$ cat src/hdl/ram_axi_defines.svh
/*
 shared widths and sizes for the AXI4 RAM slave
 bus fields and RAM geometry
 */
`ifndef RAM_AXI_DEFINES_SVH
`define RAM_AXI_DEFINES_SVH

`define AXI_ID_W        4   // transaction id bits
`define AXI_ADDR_W      16  // byte address bits
`define AXI_DATA_W      32  // full 32-bit beats only
`define AXI_STRB_W      4   // byte lanes per beat

// 1024 words of 4 bytes, 4 KiB
`define RAM_WORDS_LOG2  10

`define BURST_MAX_LEN   15  // len field, 16 beats

`endif
$ cat src/hdl/ram_mem_pkg.sv
/*
 memory-side types of the AXI4 RAM slave
 word index, lane enables and the byte/word view of a data word
 */
`include "ram_axi_defines.svh"

package ram_mem_pkg;

    typedef logic [`RAM_WORDS_LOG2-1:0] word_idx_t;
    typedef logic [`AXI_STRB_W-1:0]     strb_t;

    // one data word, seen whole or lane by lane
    typedef union packed {
        logic [`AXI_DATA_W-1:0]       word;
        logic [`AXI_STRB_W-1:0][7:0]  bytes;
    } mem_word_u;

endpackage

$ cat src/hdl/axi_burst_pkg.sv
/*
 bus-side types of the AXI4 RAM slave
 burst kind, response code, id, length and byte address
 */
`include "ram_axi_defines.svh"

package axi_burst_pkg;

    // AxBURST encoding, 2'b11 is reserved and handled as INCR
    typedef enum logic [1:0] {
        BURST_FIXED = 2'b00,
        BURST_INCR  = 2'b01,
        BURST_WRAP  = 2'b10
    } axi_burst_e;

    typedef enum logic [1:0] {
        RESP_OKAY   = 2'b00,
        RESP_EXOKAY = 2'b01,
        RESP_SLVERR = 2'b10,
        RESP_DECERR = 2'b11
    } axi_resp_e;

    typedef logic [`AXI_ID_W-1:0]   axi_id_t;
    typedef logic [7:0]             axi_len_t;   // beats minus one
    typedef logic [`AXI_ADDR_W-1:0] axi_addr_t;

endpackage

$ cat src/hdl/ram_read_stage.sv
/*
 AXI4 read path, one burst at a time
 issues RAM reads ahead and keeps up to two beats in an output buffer
 so R back-pressure never drops or repeats a beat
 */
`timescale 1ns/1ps
`include "ram_axi_defines.svh"

module ram_read_stage
    import axi_burst_pkg::*;
    import ram_mem_pkg::*;
(
    input  logic       S_AXI_ACLK,
    input  logic       S_AXI_ARESETN,
    input  axi_id_t    arid,
    input  axi_addr_t  araddr,
    input  axi_len_t   arlen,
    input  axi_burst_e arburst,
    input  logic       arvalid,
    output logic       arready,
    output axi_id_t    rid,
    output mem_word_u  rdata,
    output logic       rlast,
    output logic       rvalid,
    input  logic       rready,
    output logic       rd_en,
    output word_idx_t  rd_idx,
    input  mem_word_u  rd_data
);

    logic       busy_q;
    logic       issue_done_q;   // all len+1 reads issued
    axi_id_t    id_q;
    axi_len_t   len_q;
    axi_len_t   issue_cnt_q;
    logic       pend_q;         // read in flight, data back next edge
    logic       pend_last_q;
    mem_word_u  buf_data [2];
    logic       buf_last [2];
    logic       wr_ptr_q;
    logic       rd_ptr_q;
    logic [1:0] count_q;
    logic [1:0] credit_used;
    logic       ar_fire;
    logic       r_fire;
    logic       issue_last;

    assign arready = !busy_q;
    assign ar_fire = arvalid && arready;
    assign r_fire  = rvalid && rready;

    // entries held + read in flight, minus the beat leaving now
    assign credit_used = count_q + {1'b0, pend_q} - {1'b0, r_fire};
    assign issue_last  = (issue_cnt_q == len_q);
    assign rd_en       = busy_q && !issue_done_q && (credit_used < 2'd2);

    always_ff @(posedge S_AXI_ACLK) begin
        if (!S_AXI_ARESETN) begin
            busy_q       <= 1'b0;
            issue_done_q <= 1'b0;
            issue_cnt_q  <= '0;
            pend_q       <= 1'b0;
            wr_ptr_q     <= 1'b0;
            rd_ptr_q     <= 1'b0;
            count_q      <= '0;
        end else begin
            pend_q <= rd_en;
            if (ar_fire) begin
                busy_q       <= 1'b1;
                issue_done_q <= 1'b0;
                issue_cnt_q  <= '0;
            end else if (r_fire && rlast) begin
                busy_q <= 1'b0;  // arready back next cycle
            end
            if (rd_en) begin
                issue_cnt_q <= issue_cnt_q + 1'b1;
                if (issue_last) issue_done_q <= 1'b1;
            end
            if (pend_q) wr_ptr_q <= ~wr_ptr_q;
            if (r_fire) rd_ptr_q <= ~rd_ptr_q;
            count_q <= count_q + {1'b0, pend_q} - {1'b0, r_fire};
        end
    end

    // burst fields and the buffer payload
    always_ff @(posedge S_AXI_ACLK) begin
        if (ar_fire) begin
            id_q  <= arid;
            len_q <= arlen;
        end
        pend_last_q <= issue_last;  // tag travels with the read
        if (pend_q) begin
            buf_data[wr_ptr_q] <= rd_data;
            buf_last[wr_ptr_q] <= pend_last_q;
        end
    end

    burst_addr_gen u_addr (
        .S_AXI_ACLK    (S_AXI_ACLK),
        .S_AXI_ARESETN (S_AXI_ARESETN),
        .load          (ar_fire),
        .start         (araddr),
        .len           (arlen),
        .kind          (arburst),
        .step          (rd_en),
        .idx           (rd_idx)
    );

    assign rvalid = (count_q != 2'd0);
    assign rdata  = buf_data[rd_ptr_q];
    assign rlast  = buf_last[rd_ptr_q];
    assign rid    = id_q;

endmodule

$ cat src/hdl/burst_addr_gen.sv
/*
 burst address generator
 holds the word index of the running burst and steps it
 by the FIXED, INCR and WRAP rules
 */
`timescale 1ns/1ps
`include "ram_axi_defines.svh"

module burst_addr_gen
    import axi_burst_pkg::*;
    import ram_mem_pkg::*;
(
    input  logic       S_AXI_ACLK,
    input  logic       S_AXI_ARESETN,
    input  logic       load,
    input  axi_addr_t  start,
    input  axi_len_t   len,
    input  axi_burst_e kind,
    input  logic       step,
    output word_idx_t  idx
);

    localparam int LANE_BITS = $clog2(`AXI_STRB_W);

    word_idx_t  idx_q;
    word_idx_t  wrap_mask_q;  // index bits that move inside the wrap block
    axi_burst_e kind_q;
    word_idx_t  idx_inc;
    word_idx_t  idx_next;

    assign idx_inc = idx_q + 1'b1;

    always_comb begin
        case (kind_q)
            BURST_FIXED: idx_next = idx_q;
            // upper bits stay, low bits count round inside the block
            BURST_WRAP:  idx_next = (idx_q & ~wrap_mask_q) | (idx_inc & wrap_mask_q);
            default:     idx_next = idx_inc;  // INCR and reserved
        endcase
    end

    always_ff @(posedge S_AXI_ACLK) begin
        if (!S_AXI_ARESETN) begin
            idx_q       <= '0;
            wrap_mask_q <= '0;
            kind_q      <= BURST_INCR;
        end else if (load) begin
            // upper address bits alias
            idx_q       <= start[`RAM_WORDS_LOG2+LANE_BITS-1:LANE_BITS];
            wrap_mask_q <= word_idx_t'(len & axi_len_t'(`BURST_MAX_LEN));
            kind_q      <= kind;
        end else if (step) begin
            idx_q <= idx_next;
        end
    end

    assign idx = idx_q;

endmodule

$ cat config.mk
export PLATFORM = sky130hd
export DESIGN_NAME = ram_read_stage
export DESIGN_NICKNAME = d
export VERILOG_FILES = /design/src/hdl/ram_mem_pkg.sv /design/src/hdl/axi_burst_pkg.sv /design/src/hdl/ram_read_stage.sv /design/src/hdl/burst_addr_gen.sv
export VERILOG_INCLUDE_DIRS = /design/src /design/src/hdl
export SDC_FILE = /design/constraint.sdc
export NUM_CORES = 1
export LEC_CHECK = 0
export BUFFER_PORTS_ARGS = -buffer_cell sky130_fd_sc_hd__buf_2
export CELL_PAD_IN_SITES_DETAIL_PLACEMENT = 0
export CELL_PAD_IN_SITES_GLOBAL_PLACEMENT = 1
export CORE_AREA = 8 8 95 183
export CTS_CLUSTER_DIAMETER = 150
export DETAILED_ROUTE_END_ITERATION = 8
export DIE_AREA = 0 0 103 191
export HOLD_SLACK_MARGIN = 0.08
export PLACE_DENSITY_LB_ADDON = 0.1
export SYNTH_ARGS = -nofsm -noshare
export SYNTH_HDL_FRONTEND = slang
export SYNTH_SLANG_ARGS = --single-unit
$ cat constraint.sdc
create_clock -name S_AXI_ACLK -period 4.4 [get_ports S_AXI_ACLK]
set_clock_uncertainty 0.05 [all_clocks]
set_input_delay 0.66 -clock S_AXI_ACLK [delete_from_list [all_inputs] [get_ports S_AXI_ACLK]]
set_output_delay 0.66 -clock S_AXI_ACLK [all_outputs]
set_load 0.02 [all_outputs]
==> results.md, run 1 <==
- Pre-CTS WS: 1250 ps
- Finished Layout Cells: 626
- Post-CTS Setup Bufs: 0
- Yosys reg bits: 111
- DRT iter0 DRCs: 58
- Share of post-route cells with drive strength above 1: 40.0%
- CP endpoint kind: output pin
- MaxCap Viol Count: 0
- Clk root buf: clkbuf_16
- Depth of the CTS H-tree: 3
- Routed WL per cell: 16.0 um
- Die Y: 191 um
- Fin Setup TNS: 0 ps
- CTS tree: built
- Crit-path slowest cell: xnor3_2
- Tot GR Track Use: 10.5%
- Final setup margin: 1180 ps
- Crit. Startpoint: count_q[1]
- Critical path arrival: 2510 ps
- Post-CTS sizing: 0
- Reg2reg start: count_q[1]
- Top cell type by total area after synthesis: edfxtp_1
- Vias per inst: 4.56
- Core area: 0.0151 mm2
- Hold Fails Final Rpt: 0
- CTS sink count: 111
- Antenna violations before repair: 0
- EDFF count, synth: 78
- TritonCTS Buffers: 9
- Sequential Area: 0.00300 mm2
- FP Rows: 64
- Largest net degree at the start of global routing: 34
- Synth Area per Inst: 14.1 um2
- Nets: 493
- PwrDens: 510 mW/mm2
- Flop2flop setup slack: 1940 ps
- ANT cells: 0
- Max_slew headroom: 35.5%
- CP Capture Point: rd_en
- Synth cell types: 46
- Pre-antenna DRT Iters: 6
- RD Place Congestion: 0.697
- Worst Max-Slew Pin Slew: 966 ps
- Die Wd: 103 um
- Filler instances: 1563
- Max FO, Critical Path: 9
- Peak supply drop: 240 uV
- Initial core utilization: 29.4%
- Die Footprint: 0.0197 mm2
- Area used by multi-input combinational logic: 0.00135 mm2
- FFs w/ async S/R, synth: 0%
- Detailed Place HPWL: 7050 um
- Crit path cell chain: o21ai_0 -> inv_1 -> ha_1 -> inv_1 -> ha_1 -> xnor3_2 -> nand2_4 -> clkinv_1 -> buf_2
- Layout area overhead: 23.7%
- Longest Clk Path Bufs: 2
- Final setup vio count: 0
- Reg2Reg Depth: 10
- Final cycle utilization of the critical path: 73.1%
- Vias in the first global route: 3133
- Critical path class: reg -> out
- Clk_lat worst skew: 340 ps
- Maximum clock frequency: 0.311 GHz
- Ys flop type: edfxtp_1
- # DRC: 0
- Syn_nets: 384
- Reg-to-reg endpoint: issue_cnt_q[5]
- Crit start category: register
- Post-synthesis sequential area ratio: 67.9%
- Total number of vias: 2852
- Status: completed
- Synth Warn #: 0
- Placed Cells: 610
- CP peak stage delay: 350 ps
- Fin crit period: 3220 ps
- DRT Wirelength: 10000 um
- IO Count: 116
- Hold Path Class: reg -> reg
- Post-synth top area share: 53.0%
- Clock Pin Slew Worst Setup and Hold Paths: 70 ps
- CP required: 3690 ps
- Global route overflow: 0
- Synth Instances: 314
- Final slew viol count: 0
- Post-DRT Antenna Nets: 0
- Unrepaired setup endpoints after global routing: no
- Synth top area cells: edfxtp_1 (53%), dfxtp_1 (15%), mux2_2 (8.7%)
- Hold-fix buffers at CTS: 0
- Area of the mapped netlist: 0.00442 mm2
- First-pass GRT wire length: 15800 um
- Buffers on Ports: 109
- Static Leak: 2.05 nW
cells in the mapped netlist, types with 4 or more instances:
| master | n |
|---|---|
| a211oi_1 | 4 |
| a21oi_1 | 17 |
| clkbuf_1 | 11 |
| dfxtp_1 | 33 |
| edfxtp_1 | 78 |
| ha_1 | 4 |
| inv_1 | 8 |
| mux2_2 | 34 |
| nand2_1 | 19 |
| nand3_1 | 12 |
| nand4_1 | 5 |
| nor2_1 | 12 |
| nor3_1 | 6 |
| o21ai_0 | 8 |
| xnor2_1 | 11 |
layout by cell type (no fill, tap or decap), types with 9 or more instances in the layout:
cell type,count
dfxtp_1,32
buf_2,109
xnor2_1,11
mux2_2,34
nor2_1,12
nand2_1,19
nand3_1,12
a21oi_1,17
edfxtp_1,78
clkbuf_16,9
worst max-delay path: cells and delay by family, from the launching register on:
kind,cells,cell delay (ps)
DFF,1,340
adders and majority gates,2,450
xor gates and xnor gates,1,350
buffers and inverters,4,610
AOI/OAI and AO/OA,1,270
and+or+nand+nor,1,160
per-stage QoR:
| step | cell area (um2) | hold slack [ps] | total power, mW | util (%) |
|---|---|---|---|---|
| after global routing | 5470 | 400 | 2.94 | 36.3 |
| final | 5470 | 385 | 2.79 | 36.3 |
| after detailed placement | 5190 | 376 | 2.05 | 34.5 |
| after global placement | 5190 | 363 | 2.05 | 34.5 |
| after CTS | 5470 | 393 | 2.84 | 36.3 |
| after floorplan | 4420 | 354 | 1.81 | - |
registers in the layout, summed over array words and instances (netlist names), named ones only:
name and cells:
buf_data 64, buf_last 2, busy_q 1, count_q 2
issue_cnt_q 8, issue_done_q 1, len_q 8, pend_last_q 1
pend_q 1, rd_ptr_q 1, rid 4, u_addr.idx 7
u_addr.kind_q 2, u_addr.wrap_mask_q 4, wr_ptr_q 1
area by class of cell:
class	count	area share [%]
Timing Repair Buffer	110	10.1
Clock buffer	10	4.19
Clock inverter	6	0.938
Tap cell	198	4.53
Sequential cell	111	54.9
Multi-Input combinational cell	182	24.7
Inverter	9	0.618
worst min path at each step:
stage / start / end / depth (start not counted)
global placement: pend_last_q / buf_last[0] / 0
global route: pend_last_q / buf_last[0] / 0
CTS: pend_last_q / buf_last[0] / 0
detailed placement: pend_last_q / buf_last[1] / 0
floorplan: pend_last_q / buf_last[0] / 0
finish: pend_last_q / buf_last[0] / 0
power by group:
| group | switching [mW] | leakage [nW] | total, mW | internal (mW) |
|---|---|---|---|---|
| combinational | 0.396 | 0.927 | 0.698 | 0.302 |
| clock | 0.378 | 0.139 | 0.772 | 0.394 |
| sequential | 0.0967 | 0.984 | 1.32 | 1.22 |
kinds of logic after synthesis:
kind of cell | Yosys count | synth area share (%)
AOI/OAI and AO/OA | 49 | 7.13
xor gates and xnor gates | 16 | 3.88
adders and majority gates | 4 | 1.13
buffers and inverters | 21 | 1.78
DFF | 111 | 67.9
muxes | 36 | 9.11
and+or+nand+nor | 77 | 9.06
metal layers:
layer / global-route usage [%] / up-vias / wire length, um
met2: 17.8 / 75 / 5150
met1: 11.9 / 1371 / 4110
met4: 3.98 / 0 / 151
met3: 3.32 / 11 / 618
met5: 0 / - / 0
li1: - / 1395 / -
No activity file was read; power rests on OpenSTA's default activity.
==> run 2, diff against run 1 <==
--- a/config.mk
+++ b/config.mk
@@ -6,13 +6,14 @@
 export SDC_FILE = /design/constraint.sdc
 export NUM_CORES = 1
 export LEC_CHECK = 0
+export ABC_AREA = 1
 export BUFFER_PORTS_ARGS = -buffer_cell sky130_fd_sc_hd__buf_2
 export CELL_PAD_IN_SITES_DETAIL_PLACEMENT = 0
 export CELL_PAD_IN_SITES_GLOBAL_PLACEMENT = 1
-export CORE_AREA = 8 8 95 183
+export CORE_AREA = 8 8 97 187
 export CTS_CLUSTER_DIAMETER = 150
 export DETAILED_ROUTE_END_ITERATION = 8
-export DIE_AREA = 0 0 103 191
+export DIE_AREA = 0 0 105 195
 export HOLD_SLACK_MARGIN = 0.08
 export PLACE_DENSITY_LB_ADDON = 0.1
 export SYNTH_ARGS = -nofsm -noshare
==> constraint.sdc (replaced) <==
create_clock -name S_AXI_ACLK -period 3.1 [get_ports S_AXI_ACLK]
set_clock_uncertainty 0.05 [all_clocks]
set_input_delay 0.465 -clock S_AXI_ACLK [delete_from_list [all_inputs] [get_ports S_AXI_ACLK]]
set_output_delay 0.465 -clock S_AXI_ACLK [all_outputs]
set_load 0.02 [all_outputs]
==> results.md, run 2 <==
- Vias in the first global route: 3251 (+3.8%)
- Finished Layout Cells: 720 (+15%)
- Max_slew headroom: 54.3% (+19 points)
- Post-CTS sizing: 0 (unchanged)
- Ys flop type: edfxtp_1
- Detailed Place HPWL: 7280 um (+3.4%)
- Synth top area cells: edfxtp_1 (51%), dfxtp_1 (14%), mux2_2 (8.0%)
- Fin crit period: 2530 ps
- Nets: 585 (+19%)
- Unrepaired setup endpoints after global routing: no
- Die Y: 195 um (+2.1%)
- IO Count: 116 (unchanged)
- Hold Fails Final Rpt: 0 (unchanged)
- Hold-fix buffers at CTS: 0 (unchanged)
- Depth of the CTS H-tree: 3 (unchanged)
- Die Footprint: 0.0205 mm2 (+4.1%)
- Yosys reg bits: 111 (unchanged)
- EDFF count, synth: 78 (unchanged)
- Largest net degree at the start of global routing: 34 (unchanged)
- Syn_nets: 469 (+22%)
- Area of the mapped netlist: 0.00463 mm2 (+4.7%)
- Number of flip-flops in the largest register: 64 (unchanged)
- DRT iter0 DRCs: 98 (+69%)
- Final setup vio count: 0 (unchanged)
- CP required: 2580 ps (-1110 ps)
- Placed Cells: 705 (+16%)
- Maximum clock frequency: 0.395 GHz
- FP Rows: 65 (+1.6%)
- Top flop regs: buf_data x64, issue_cnt_q x8, len_q x8
- CP endpoint kind: output pin
- Final slew viol count: 0 (unchanged)
- Static Leak: 2.33 nW (+13%)
- Peak supply drop: 319 uV (+33%)
- FFs w/ async S/R, synth: 0% (unchanged)
- Synth Warn #: 0 (unchanged)
- Global route overflow: 0 (unchanged)
- MaxCap Viol Count: 0 (unchanged)
- Sequential Area: 0.00300 mm2 (unchanged)
- Synth Area per Inst: 11.6 um2 (-18%)
- Pre-antenna DRT Iters: 4 (-2)
- PwrDens: 700 mW/mm2 (+37%)
- Post-CTS Setup Bufs: 0 (unchanged)
- First-pass GRT wire length: 16500 um (+4.4%)
- Clock Pin Slew Worst Setup and Hold Paths: 80 ps (about the same)
- Filler instances: 1613 (+3.2%)
- RD Place Congestion: 0.707 (+1.4%)
- Most frequent cells in the layout: buf_2 (109), edfxtp_1 (78), nand2_1 (74), inv_1 (40), mux2_2 (33)
- DRT Wirelength: 10200 um (+2.1%)
- Die Wd: 105 um (+1.9%)
- Most frequent cells after synthesis: edfxtp_1 (78), nand2_1 (74), inv_1 (40)
- Critical path arrival: 2020 ps (-490 ps)
- Reg2Reg Depth: 14 (+4)
- Initial core utilization: 29.7% (+0.28 points)
- Crit start category: register
- CTS tree: built
- Top-count cell post-synth: edfxtp_1
- Hold Path Class: in -> reg
- Hold Crit Depth: 1 (+1)
- Final cycle utilization of the critical path: 81.7%
- Status: completed
- CTS sink count: 111 (unchanged)
- Routed WL per cell: 14.2 um (-11%)
- Fin Setup TNS: 0 ps (unchanged)
- Antenna violations before repair: 0 (unchanged)
- Core area: 0.0156 mm2 (+3.7%)
- Vias per inst: 4.23 (-7.1%)
- Post-synthesis sequential area ratio: 64.8% (-3.1 points)
- Synth Instances: 399 (+27%)
- Worst Max-Slew Pin Slew: 685 ps (-280 ps)
- Clk root buf: clkbuf_16
- # DRC: 0 (unchanged)
- Buffers on Ports: 109 (unchanged)
- Critical path class: reg -> out
- Share of post-route cells with drive strength above 1: 36.4% (-3.5 points)
- TritonCTS Buffers: 9 (unchanged)
- Area used by multi-input combinational logic: 0.00140 mm2 (+4.1%)
- Post-DRT Antenna Nets: 0 (unchanged)
- Post-synth top area share: 50.6% (-2.4 points)
- Largest reg by FF count: buf_data
- Most common cell after layout, fill and taps aside: buf_2
- Synth cell types: 31 (-33%)
- Tot GR Track Use: 10.2% (-0.29 points)
- ANT cells: 0 (unchanged)
- Total number of vias: 3048 (+6.9%)
- Max FO, Critical Path: 6 (-3)
- Layout area overhead: 23.1%
- Longest Clk Path Bufs: 2 (unchanged)
- Clk_lat worst skew: 340 ps (about the same)
- Top cell type by total area after synthesis: edfxtp_1
[run 2: cell count changes in the layout (fill, tap and decap cells not counted), moves of 4 or more]
cell	before	now
nand2_1	19	74
inv_1	8	40
nor2_1	12	32
nand2_2	0	8
buf_4	1	7
nor3_1	6	1
o21ai_0	8	13
a211oi_1	4	0
nand3_2	0	4
[run 2: cells by family after synthesis]
kind of cell	count (synthesis)	share of synthesized area, %
flip-flops	111	64.8
multiplexers	33	8.02
adder cells (fa/ha/maj)	4	1.08
buffers and inverters	54	5.00
XOR/XNOR	11	2.08
AO/OA/AOI/OAI	36	4.13
AND/OR/NAND/NOR	150	14.8
[run 2: per-layer routing]
metal,track usage [%],routed length (um)
met2,17.0,4920
met3,2.61,378
met5,0,0
met4,4.15,155
met1,12.3,4780
[run 2: metrics by stage]
stage | cell area, um2 | power (mW) | worst slack [ps] | hold slack, ps | utilization (%)
after floorplan | 4630 | 2.60 | 828 | 354 | -
after CTS | 5700 | 4.07 | 523 | 226 | 36.5
final | 5700 | 3.99 | 569 | 241 | 36.5
after global routing | 5700 | 4.22 | 366 | 224 | 36.5
after global placement | 5420 | 2.94 | 813 | 358 | 34.7
after detailed placement | 5420 | 2.94 | 794 | 373 | 34.7
[run 2: final timing paths]
kind,start,endpoint,slack [ps]
worst max-delay path,count_q[1],rd_en,570
worst min-delay path,arid[0],rid[0],240
worst max register to register,count_q[1],u_addr.idx[4],890
worst min register to register,rd_ptr_q,register,390
[run 2: cell type report]
class                   instances  share of cell area (%)
inverters                      43                    2.83
well taps                     201                    4.41
multi-input cells             234                    24.6
clock buffers                   9                    3.95
repair buffers                116                    10.5
flip-flops and latches        111                    52.7
clock inverters                 6                    1.01
[run 2: power by group]
| part | switching, mW | internal (mW) |
|---|---|---|
| Combinational | 0.647 | 0.408 |
| Sequential | 0.0910 | 1.73 |
| Clock | 0.549 | 0.563 |
[run 2: critical path, stage by stage, from the launching register on]
cell     delay, ps
dfxtp_1        350
inv_1           70
nand2_1         70
nand2_1         50
inv_1          110
ha_1           240
inv_1           60
ha_1           170
inv_1           70
nand2_4         80
nand3_4        100
inv_2          120
buf_2          180
