## src/hdl/ram_axi_defines.svh

```systemverilog
/*
 shared widths and sizes for the AXI4 RAM slave
 bus fields and RAM geometry
 */
`ifndef RAM_AXI_DEFINES_SVH
`define RAM_AXI_DEFINES_SVH

`define AXI_ID_W        4   // transaction id bits
`define AXI_ADDR_W      16  // byte address bits
`define AXI_DATA_W      32  // full 32-bit beats only
`define AXI_STRB_W      4   // byte lanes per beat

// 1024 words of 4 bytes, 4 KiB
`define RAM_WORDS_LOG2  10

`define BURST_MAX_LEN   15  // len field, 16 beats

`endif
```

## src/hdl/ram_mem_pkg.sv

```systemverilog
/*
 memory-side types of the AXI4 RAM slave
 word index, lane enables and the byte/word view of a data word
 */
`include "ram_axi_defines.svh"

package ram_mem_pkg;

    typedef logic [`RAM_WORDS_LOG2-1:0] word_idx_t;
    typedef logic [`AXI_STRB_W-1:0]     strb_t;

    // one data word, seen whole or lane by lane
    typedef union packed {
        logic [`AXI_DATA_W-1:0]       word;
        logic [`AXI_STRB_W-1:0][7:0]  bytes;
    } mem_word_u;

endpackage

```

## src/hdl/axi_burst_pkg.sv

```systemverilog
/*
 bus-side types of the AXI4 RAM slave
 burst kind, response code, id, length and byte address
 */
`include "ram_axi_defines.svh"

package axi_burst_pkg;

    // AxBURST encoding, 2'b11 is reserved and handled as INCR
    typedef enum logic [1:0] {
        BURST_FIXED = 2'b00,
        BURST_INCR  = 2'b01,
        BURST_WRAP  = 2'b10
    } axi_burst_e;

    typedef enum logic [1:0] {
        RESP_OKAY   = 2'b00,
        RESP_EXOKAY = 2'b01,
        RESP_SLVERR = 2'b10,
        RESP_DECERR = 2'b11
    } axi_resp_e;

    typedef logic [`AXI_ID_W-1:0]   axi_id_t;
    typedef logic [7:0]             axi_len_t;   // beats minus one
    typedef logic [`AXI_ADDR_W-1:0] axi_addr_t;

endpackage

```

## src/hdl/ram_write_stage.sv

```systemverilog
/*
 AXI4 write path, one burst at a time
 takes AW, writes every W beat into the RAM, answers on B
 */
`timescale 1ns/1ps
`include "ram_axi_defines.svh"

module ram_write_stage
    import axi_burst_pkg::*;
    import ram_mem_pkg::*;
(
    input  logic       S_AXI_ACLK,
    input  logic       S_AXI_ARESETN,
    input  axi_id_t    awid,
    input  axi_addr_t  awaddr,
    input  axi_len_t   awlen,
    input  axi_burst_e awburst,
    input  logic       awvalid,
    output logic       awready,
    input  mem_word_u  wdata,
    input  strb_t      wstrb,
    input  logic       wlast,
    input  logic       wvalid,
    output logic       wready,
    output axi_id_t    bid,
    output logic       bvalid,
    input  logic       bready,
    output logic       wr_en,
    output word_idx_t  wr_idx,
    output strb_t      wr_strb,
    output mem_word_u  wr_data
);

    typedef enum logic [1:0] {
        WS_IDLE,
        WS_DATA,
        WS_RESP
    } wr_state_e;

    wr_state_e state_q;
    axi_id_t   id_q;
    axi_len_t  len_q;
    axi_len_t  beat_q;   // beats taken so far, stops at len
    logic      aw_fire;
    logic      w_fire;
    logic      b_fire;
    logic      gen_step;
    word_idx_t gen_idx;

    assign awready = (state_q == WS_IDLE);
    assign wready  = (state_q == WS_DATA);
    assign bvalid  = (state_q == WS_RESP);
    assign bid     = id_q;

    assign aw_fire = awvalid && awready;
    assign w_fire  = wvalid && wready;
    assign b_fire  = bvalid && bready;

    // address only advances up to beat len, wlast ends the burst
    assign gen_step = w_fire && (beat_q != len_q);

    always_ff @(posedge S_AXI_ACLK) begin
        if (!S_AXI_ARESETN) begin
            state_q <= WS_IDLE;
            beat_q  <= '0;
        end else begin
            case (state_q)
                WS_IDLE: begin
                    if (aw_fire) begin
                        state_q <= WS_DATA;
                        beat_q  <= '0;
                    end
                end
                WS_DATA: begin
                    if (gen_step) beat_q <= beat_q + 1'b1;
                    if (w_fire && wlast) state_q <= WS_RESP;
                end
                WS_RESP: begin
                    if (b_fire) state_q <= WS_IDLE;
                end
                default: state_q <= WS_IDLE;
            endcase
        end
    end

    always_ff @(posedge S_AXI_ACLK) begin
        if (aw_fire) begin
            id_q  <= awid;
            len_q <= awlen;
        end
    end

    burst_addr_gen u_addr (
        .S_AXI_ACLK    (S_AXI_ACLK),
        .S_AXI_ARESETN (S_AXI_ARESETN),
        .load          (aw_fire),
        .start         (awaddr),
        .len           (awlen),
        .kind          (awburst),
        .step          (gen_step),
        .idx           (gen_idx)
    );

    // beat goes to the array on the same edge
    assign wr_en   = w_fire;
    assign wr_idx  = gen_idx;
    assign wr_strb = wstrb;
    assign wr_data = wdata;

endmodule

```

## src/hdl/burst_addr_gen.sv

```systemverilog
/*
 burst address generator
 holds the word index of the running burst and steps it
 by the FIXED, INCR and WRAP rules
 */
`timescale 1ns/1ps
`include "ram_axi_defines.svh"

module burst_addr_gen
    import axi_burst_pkg::*;
    import ram_mem_pkg::*;
(
    input  logic       S_AXI_ACLK,
    input  logic       S_AXI_ARESETN,
    input  logic       load,
    input  axi_addr_t  start,
    input  axi_len_t   len,
    input  axi_burst_e kind,
    input  logic       step,
    output word_idx_t  idx
);

    localparam int LANE_BITS = $clog2(`AXI_STRB_W);

    word_idx_t  idx_q;
    word_idx_t  wrap_mask_q;  // index bits that move inside the wrap block
    axi_burst_e kind_q;
    word_idx_t  idx_inc;
    word_idx_t  idx_next;

    assign idx_inc = idx_q + 1'b1;

    always_comb begin
        case (kind_q)
            BURST_FIXED: idx_next = idx_q;
            // upper bits stay, low bits count round inside the block
            BURST_WRAP:  idx_next = (idx_q & ~wrap_mask_q) | (idx_inc & wrap_mask_q);
            default:     idx_next = idx_inc;  // INCR and reserved
        endcase
    end

    always_ff @(posedge S_AXI_ACLK) begin
        if (!S_AXI_ARESETN) begin
            idx_q       <= '0;
            wrap_mask_q <= '0;
            kind_q      <= BURST_INCR;
        end else if (load) begin
            // upper address bits alias
            idx_q       <= start[`RAM_WORDS_LOG2+LANE_BITS-1:LANE_BITS];
            wrap_mask_q <= word_idx_t'(len & axi_len_t'(`BURST_MAX_LEN));
            kind_q      <= kind;
        end else if (step) begin
            idx_q <= idx_next;
        end
    end

    assign idx = idx_q;

endmodule

```

## config.mk

```make
export PLATFORM = sky130hd
export DESIGN_NAME = ram_write_stage
export DESIGN_NICKNAME = d
export VERILOG_FILES = /design/src/hdl/ram_mem_pkg.sv /design/src/hdl/axi_burst_pkg.sv /design/src/hdl/ram_write_stage.sv /design/src/hdl/burst_addr_gen.sv
export VERILOG_INCLUDE_DIRS = /design/src /design/src/hdl
export SDC_FILE = /design/constraint.sdc
export NUM_CORES = 1
export LEC_CHECK = 0
export ABC_AREA = 1
export BUFFER_PORTS_ARGS = -buffer_cell sky130_fd_sc_hd__buf_2
export CORE_MARGIN = 3
export CORE_UTILIZATION = 41
export CTS_CLUSTER_SIZE = 28
export DETAILED_ROUTE_END_ITERATION = 8
export HOLD_SLACK_MARGIN = 0.12
export PLACE_DENSITY = 0.76
export SETUP_SLACK_MARGIN = 0.02
export SLEW_MARGIN = 20
export SYNTH_ARGS = -nofsm -noshare
export SYNTH_HDL_FRONTEND = slang
export SYNTH_SLANG_ARGS = --single-unit
```

## constraint.sdc

```tcl
create_clock -name S_AXI_ACLK -period 1.5 [get_ports S_AXI_ACLK]
set_input_delay 0.3 -clock S_AXI_ACLK [delete_from_list [all_inputs] [get_ports S_AXI_ACLK]]
set_output_delay 0.3 -clock S_AXI_ACLK [all_outputs]
set_load 0.02 [all_outputs]
```

==> flow_summary.yaml, run 1 <==
die:
  rows: 26
  core_um2: 5270
  die_h_um: 81.1
  start_util: 0.438
  die_w_um: 81.1
  die-area_um2: 6570
  ios: 126
synthesis:
  syn-cell-area_um2: 2310
  synthTopCellsByCount: "62 x nand2_1, 38 x buf_4, 37 x inv_1"
  synthCells: 305
  synth_most_common_cell: "nand2_1"
  netlist.area_leader.share: 0.225
  synth_top_cell_by_area: "dfxtp_1"
  synth_warnings: 0
  synthTopCellsByArea: "dfxtp_1 23%, edfxtp_1 16%, buf_4 12%"
  ys_ff_latch: 38
  yosysSeqAreaShare: 0.381
  async_reset_ff_frac: 0
  yosysUniqueCellTypes: 30
  synth_edf_count: 12
  synth.avg_cell_area_um2: 7.57
  synthFlopType: "dfxtp_1"
  mappedNetlistNets: 379
critical_path:
  cp_common_cell: "o21ai_1"
  cpPeakStageDelay_ns: 0.38
  timing.critical_path.buf_inv: 0
  critical-path-top-delay-family: "compound AO/OA/AOI/OAI gates"
  cp-start-kind: "register"
  r2r_slack_ns: 0.01
  endpoint_kind: "register"
  critPathLaunch: "u_addr.idx[0]"
  path_cells: "ha_4, nand4_1, o21ai_1, nand2_1, o21ai_1, nand3_1, a21oi_2"
  worstPathArrival_ns: 1.71
  worstPathRequired_ns: 1.72
  regToRegStartpoint: "u_addr.idx[0]"
  slowest_stage: "dfxtp_4"
  cp_max_fo: 5
  crit_type: "reg2reg"
power:
  power_frac_seq: 0.477
  total_power_mw: 2.53
  leakagePower_nw: 1.22
  p_int_mw: 1.75
  clockPowerShare: 0.289
  peakVddDrop_uv: 472
  power_switching_share: 0.309
  combinationalPowerShare: 0.234
  power.density_nw_per_um2: 956
  p_sw_mw: 0.780
placed_design:
  pre_cts_ws_ns: 0.0162
  place_area_um2: 2400
  io_buffer_count: 47
  dp_hpwl_mm: 3.67
  gp_congestion: 0.858
clock_network:
  clock_latency_ns: 0.29
  holdBufCountCts: 0
  cts_root_buf: "clkbuf_8"
  cts_buffer_depth: 2
  tritoncts: "yes"
  cts_buffers: 5
  path_clk_slew_ns: 0.08
  clock-sinks: 38
  htreeDepth: 2
finish:
  areaGrowthSynthToFinish_pct: 14.5
  antennaDiodeCount: 0
  final_nets: 409
  final_area_um2: 2640
  drive_gt1_frac: 0.327
global_route:
  top_usage_layer: "met2"
  grt_pass1_wl_mm: 8.08
  met3_usage: 0.0432
  antenna_found_initial: 0
  met2_usage: 0.250
  gr-usage-all-layers: 0.158
  grt_start_max_net_pins: 21
  gr-total-overflow: 0
  met1_usage: 0.196
  first_global_vias: 1841
routing:
  dr.pass1.iters: 4
  num_vias: 1967
  wl_mm: 5.31
  detail-route-antenna-nets: 0
  dr.first_iter.drc_count: 118
  via_per_inst: 4.84
  routedWlPerCell_um: 13.1
  remaining_drc_errors: 0
sta:
  rsz0062_at_grt: "yes"
  finalCritPeriodShare: 0.994
  fmax_mhz: 671
  setup_slack_ns: 0.00969
  maxSlewViolCount: 0
  fin_crit_ns: 1.49
  maxSlewHeadroom: 0.764
  worst_pin_slew_ns: 0.352
  setup_viol: 0
  skew_ns: 0.00650
  hold_viol_final: 0
  whs_ns: 0.177
worst_hold_path:
  min_from: "awlen[6]"
  hold_class: "in2reg"
run:
  drv_cap: 0
status:
  status: "complete, no violations"
==> sequential cells by signal, summed over array words and instances (netlist names), named ones only <==
name / flops
len_q: 8
state_q: 2
bid: 4
u_addr.kind_q: 2
u_addr.idx: 7
u_addr.wrap_mask_q: 4
beat_q: 8
==> worst paths after layout <==
check | end | cells past startpoint
worst max-delay path | u_addr.idx[8] | 7
worst min register to register | u_addr.wrap_mask_q[1] | 2
worst min-delay path | len_q[6] | 1
worst max register to register | u_addr.idx[8] | 7
==> power by group through the flow <==
| stage | clock [mW] | combinational, mW | sequential (mW) |
|---|---|---|---|
| final | 0.730 | 0.592 | 1.21 |
| after global routing | 0.789 | 0.655 | 1.22 |
| after CTS | 0.746 | 0.549 | 1.20 |
| after detailed placement | 0 | 0.532 | 1.22 |
| after global placement | 0 | 0.519 | 1.22 |
| after floorplan | 0 | 0.468 | 1.26 |
==> area by class of cell <==
| type | count | area (µm²) |
|---|---|---|
| timing repair buffer | 63 | 365 |
| inverter | 40 | 151 |
| multi-input combinational | 187 | 1050 |
| sequential | 38 | 895 |
| fill | 525 | 2630 |
| clock inverter | 1 | 5.00 |
| tap | 70 | 87.6 |
| clock buffer | 7 | 86.3 |
==> timing repair <==
item	CTS	global route
gates resized for setup	3	24
cloned	0	3
hold endpoints to repair	0	0
endpoints found under the setup margin	3	18
pin swaps	2	5
setup buffers	4	0
==> cell usage in the layout (no fill, tap or decap), types with 3 or more instances in the layout <==
cell      count
nand2_4       4
a21oi_2       5
nor2_1       20
buf_2        46
edfxtp_1     12
o21ai_0      14
nand4_1       6
nand3_1      23
inv_1        36
clkbuf_8      6
buf_4        15
nand2_8       3
xnor2_1       5
dfxtp_1      19
xor2_1        3
nand2_2      11
a21oi_1      15
nand2_1      59
dfxtp_2       5
==> per-stage QoR <==
| stage | utilization | setup TNS, ns | instances |
|---|---|---|---|
| global placement | 0.456 | 0 | 391 |
| floorplan | - | 0 | 305 |
| CTS | 0.482 | 0 | 403 |
| finish | 0.502 | 0 | 406 |
| detailed placement | 0.456 | 0 | 391 |
| global route | 0.502 | -0.626 | 406 |
==> metal layers <==
metal | up-vias | part of all wire
met5 | - | 0
met1 | 887 | 0.41
met3 | 15 | 0.075
met2 | 64 | 0.49
li1 | 1001 | -
met4 | 0 | 0.020
==> cell families after synthesis <==
family	after synthesis	synth area share
and+or+nand+nor	130	0.266
buffers and inverters	83	0.204
AOI/OAI and AO/OA	42	0.0991
DFF	38	0.381
xor gates and xnor gates	8	0.0303
muxes	2	0.00867
adders and majority gates	2	0.0108
(Power assumes the default switching activity.)
==> run 2, diff against run 1 <==
--- a/config.mk
+++ b/config.mk
@@ -7,13 +7,14 @@
 export NUM_CORES = 1
 export LEC_CHECK = 0
 export ABC_AREA = 1
-export BUFFER_PORTS_ARGS = -buffer_cell sky130_fd_sc_hd__buf_2
 export CORE_MARGIN = 3
-export CORE_UTILIZATION = 41
+export CORE_UTILIZATION = 57
+export CTS_CLUSTER_DIAMETER = 150
 export CTS_CLUSTER_SIZE = 28
 export DETAILED_ROUTE_END_ITERATION = 8
+export DONT_BUFFER_PORTS = 1
 export HOLD_SLACK_MARGIN = 0.12
-export PLACE_DENSITY = 0.76
+export PLACE_DENSITY = 0.74
 export SETUP_SLACK_MARGIN = 0.02
 export SLEW_MARGIN = 20
 export SYNTH_ARGS = -nofsm -noshare
==> run 2 against run 1 <==
Routed wire length increased by 1.0%. Worst hold slack got worse by 0.060 ns. Sequential cell count unchanged. Clock power increased by 42%. Sequential power about the same. Clock skew increased by 0.0056 ns. Maximum frequency increased by 3.9%. Largest power group unchanged.
==> flow_summary.yaml, run 2 (synthesis gave the netlist of run 1 again) <==
die:
  start_util: 0.612
  die-area_um2: 4850
  die_h_um: 69.7
  core_um2: 3770
  ios: 126
  die_w_um: 69.7
  rows: 22
power:
  leakagePower_nw: 1.17
  peakVddDrop_uv: 677
  power.density_nw_per_um2: 1070
clock_network:
  path_clk_slew_ns: 0.08
  cts_root_buf: "clkbuf_8"
  clock-sinks: 38
  holdBufCountCts: 13
  cts_buffer_depth: 2
  tritoncts: "yes"
  htreeDepth: 2
  cts_buffers: 5
  clock_latency_ns: 0.30
finish:
  antennaDiodeCount: 0
  nFillCells: 286
  final_nets: 388
  final_cell_mix: "59 x nand2_1, 37 x inv_1, 28 x buf_4, 22 x nand3_1, 19 x nor2_1"
  finish.utilization: 0.710
  areaGrowthSynthToFinish_pct: 15.9
  final_area_um2: 2680
  final_common_cell: "nand2_1"
  drive_gt1_frac: 0.257
sta:
  fmax_mhz: 697
  finalCritPeriodShare: 0.956
  rsz0062_at_grt: "yes"
  hold_viol_final: 0
  maxSlewViolCount: 0
  whs_ns: 0.117
  skew_ns: 0.0121
  setup_viol: 0
  worst_pin_slew_ns: 0.420
  maxSlewHeadroom: 0.719
  fin_crit_ns: 1.43
placed_design:
  place_area_um2: 2210
  gp_congestion: 0.864
  dp_hpwl_mm: 3.33
  io_buffer_count: 0
critical_path:
  timing.critical_path.buf_inv: 2
  slowest_stage: "dfxtp_2"
  worstPathArrival_ns: 1.13
  crit_type: "reg2out"
  endpoint_kind: "output pin"
  path_cells: "inv_1, nand2_2, nor2_4, buf_4"
  worstPathRequired_ns: 1.20
  cp-start-kind: "register"
  critical-path-top-delay-family: "flip-flops"
  cpPeakStageDelay_ns: 0.33
  cp_max_fo: 5
routing:
  via_per_inst: 5.43
  num_vias: 1972
  remaining_drc_errors: 0
  wl_mm: 5.37
  dr.first_iter.drc_count: 86
  dr.pass1.iters: 6
  routedWlPerCell_um: 14.8
  detail-route-antenna-nets: 0
global_route:
  grt_start_max_net_pins: 21
  gr-usage-all-layers: 0.214
  antenna_found_initial: 0
  first_global_vias: 1852
  grt_pass1_wl_mm: 8.39
  gr-total-overflow: 0
status:
  status: "complete, no violations"
worst_hold_path:
  hold_class: "in2reg"
run:
  drv_cap: 0
## run 2: routing by layer
layer	routed length, µm	part of all wire	GRT usage
met1	2160	0.40	0.258
met2	2760	0.51	0.362
met3	339	0.063	0.0551
met4	108	0.020	0.0851
met5	0	0	0
## run 2: what timing repair did
item                                    CTS  global route
setup buffers                             1             7
endpoints found under the setup margin    3            27
resized for setup                         1            33
hold endpoints to repair                 14             2
pin swaps                                 1             9
cloned                                    0             3
## run 2: power breakdown
group	leakage (nW)	total [mW]	internal [mW]	switching [mW]
clock network	0.0658	1.04	0.659	0.383
logic	0.773	0.589	0.249	0.340
registers	0.332	1.22	1.15	0.0759
total	1.17	2.85	2.05	0.799
## run 2: stage by stage
step	setup slack [ns]	total power, mW	TNS, ns	cells
floorplan	0.0288	1.73	0	305
global placement	0.0593	1.69	0	331
detailed placement	-0.00873	1.70	-0.00873	331
CTS	0.00871	2.75	0	353
global route	-0.0680	2.98	-0.364	363
finish	0.0656	2.85	0	363
## run 2: final timing paths
kind                                             from               endpoint  slack, ns  cells past startpoint
worst max-delay path                       state_q[1]                  wr_en       0.07                      4
worst min register to register  u_addr.wrap_mask_q[0]  u_addr.wrap_mask_q[0]       0.46                      2
worst min-delay path                    S_AXI_ARESETN               register       0.12                      2
worst max register to register               len_q[2]          u_addr.idx[8]       0.07                      9
## run 2: final cells by class
class / instances / area (µm²) / area share
inverter: 40 / 151 / 0.0566
sequential: 38 / 897 / 0.335
timing repair buffer: 42 / 352 / 0.131
multi-input combinational: 187 / 1080 / 0.405
clock inverter: 3 / 63.8 / 0.0238
tap: 48 / 60.1 / 0.0224
clock buffer: 5 / 68.8 / 0.0257
==> run 3, diff against run 2 <==
==> constraint.sdc (replaced) <==
create_clock -name S_AXI_ACLK -period 1.3 [get_ports S_AXI_ACLK]
set_input_delay 0.26 -clock S_AXI_ACLK [delete_from_list [all_inputs] [get_ports S_AXI_ACLK]]
set_output_delay 0.26 -clock S_AXI_ACLK [all_outputs]
set_load 0.02 [all_outputs]
==> run 3 against run 2 <==
The flow now finishes with violations (negative setup slack). Power grew 20%. Sequential share of layout area is 3.1 points lower. Register-to-register slack worse by 0.35 ns. Non-clock buffer count is 24 higher. Critical path depth grew 5. Largest power group unchanged. Via count rose by 8.0%. Highest routed layer unchanged. Core utilization grew 7.5 points. Critical endpoint is now beat_q[6]. Clock power is 14% higher. Count of clock-buffer cells in the layout did not move.
==> flow_summary.yaml, run 3 (synthesis gave the netlist of run 1 again) <==
finish:
  final_common_cell: "nand2_1"
  final_area_um2: 2960
  final_nets: 412
  final_cell_mix: "56 x nand2_1, 45 x buf_4, 33 x inv_1, 21 x nand3_1"
  antennaDiodeCount: 0
  areaGrowthSynthToFinish_pct: 28.1
  nFillCells: 250
  drive_gt1_frac: 0.339
die:
  start_util: 0.612
  core_um2: 3770
  die-area_um2: 4850
  ios: 126
  rows: 22
  die_w_um: 69.7
  die_h_um: 69.7
sta:
  rsz0062_at_grt: "yes"
  maxSlewViolCount: 0
  maxSlewHeadroom: 0.733
  fmax_mhz: 632
  setup_viol: 20
  finalCritPeriodShare: 1.22
  setup_slack_ns: -0.283
  fin_crit_ns: 1.58
  tns_ns: -3.75
  skew_ns: 0.00631
  hold_viol_final: 0
  whs_ns: 0.0395
  worst_pin_slew_ns: 0.398
clock_network:
  path_clk_slew_ns: 0.08
  clock_latency_ns: 0.29
  tritoncts: "yes"
  clock-sinks: 38
  cts_buffers: 5
  cts_buffer_depth: 2
  holdBufCountCts: 12
  htreeDepth: 2
  cts_root_buf: "clkbuf_8"
routing:
  wl_mm: 6.42
  routedWlPerCell_um: 16.6
  num_vias: 2130
  via_per_inst: 5.50
  dr.pass1.iters: 4
  dr.first_iter.drc_count: 137
  detail-route-antenna-nets: 0
  remaining_drc_errors: 0
global_route:
  antenna_found_initial: 0
  grt_start_max_net_pins: 19
  first_global_vias: 2082
  gr-total-overflow: 0
  grt_pass1_wl_mm: 9.34
  gr-usage-all-layers: 0.239
critical_path:
  cp-start-kind: "register"
  worstPathArrival_ns: 1.79
  worstPathRequired_ns: 1.51
  r2r_slack_ns: -0.28
  endpoint_kind: "register"
  cp_max_fo: 4
  crit_type: "reg2reg"
worst_hold_path:
  hold_class: "in2reg"
placed_design:
  io_buffer_count: 0
  place_area_um2: 2410
  dp_hpwl_mm: 3.68
  gp_congestion: 0.847
  pre_cts_ws_ns: -0.193
status:
  violations: "negative setup slack"
  status: "finished, violations left"
run:
  drv_cap: 0
power:
  total_power_mw: 3.41
  peakVddDrop_uv: 822
  power.density_nw_per_um2: 1150
  leakagePower_nw: 1.30
## run 3: cell count changes in the layout (fill, tap and decap cells not counted), sizes merged
cell	before	now
dlygate4sd3	13	12
buf	29	54
## run 3: final cells by class
cell class | count | area, µm² | area share
Tap cell | 48 | 60.1 | 0.0203
Clock buffer | 5 | 68.8 | 0.0233
Timing Repair Buffer | 66 | 568 | 0.192
Inverter | 40 | 168 | 0.0567
Clock inverter | 3 | 63.8 | 0.0216
Sequential cell | 38 | 900 | 0.304
Multi-Input combinational cell | 187 | 1130 | 0.382
## run 3: power by group
part | internal (mW) | switching [mW]
Clock | 0.760 | 0.429
Combinational | 0.369 | 0.463
Sequential | 1.32 | 0.0716
Total | 2.45 | 0.964
## run 3: repair_timing
item / 4_1_cts / 5_1_grt
cloned: 2 / 1
pin swaps: 3 / 21
setup endpoints to repair: 25 / 35
endpoints found under the hold margin: 29 / 15
buffers inserted: 2 / 8
gates resized for setup: 20 / 36
## run 3: metal layers
metal	global-route usage	up-vias	wire length, µm
met1	0.250	991	2380
met2	0.422	90	3330
met4	0.123	0	281
met3	0.0797	36	421
met5	0	-	0
li1	-	1013	-
## run 3: stage by stage
step | std cells | utilization
final | 387 | 0.785
after CTS | 379 | 0.739
after floorplan | 305 | -
after global routing | 387 | 0.785
after global placement | 355 | 0.640
after detailed placement | 355 | 0.640
## run 3: final timing paths
path,from,to,depth (start not counted)
min reg2reg,u_addr.wrap_mask_q[0],u_addr.wrap_mask_q[0],2
max reg2reg,beat_q[0],beat_q[6],9
max,beat_q[0],beat_q[6],9
min,S_AXI_ARESETN,u_addr.kind_q[0],1
## run 3: critical path, cell delays in order (launching register included)
cell     delay (ns)
dfxtp_4        0.39
ha_4           0.14
nand2_2        0.07
inv_2          0.08
nand2_1        0.10
nor2_2         0.17
nand2_1        0.08
xor2_1         0.14
nand3_1        0.14
a21oi_2        0.19
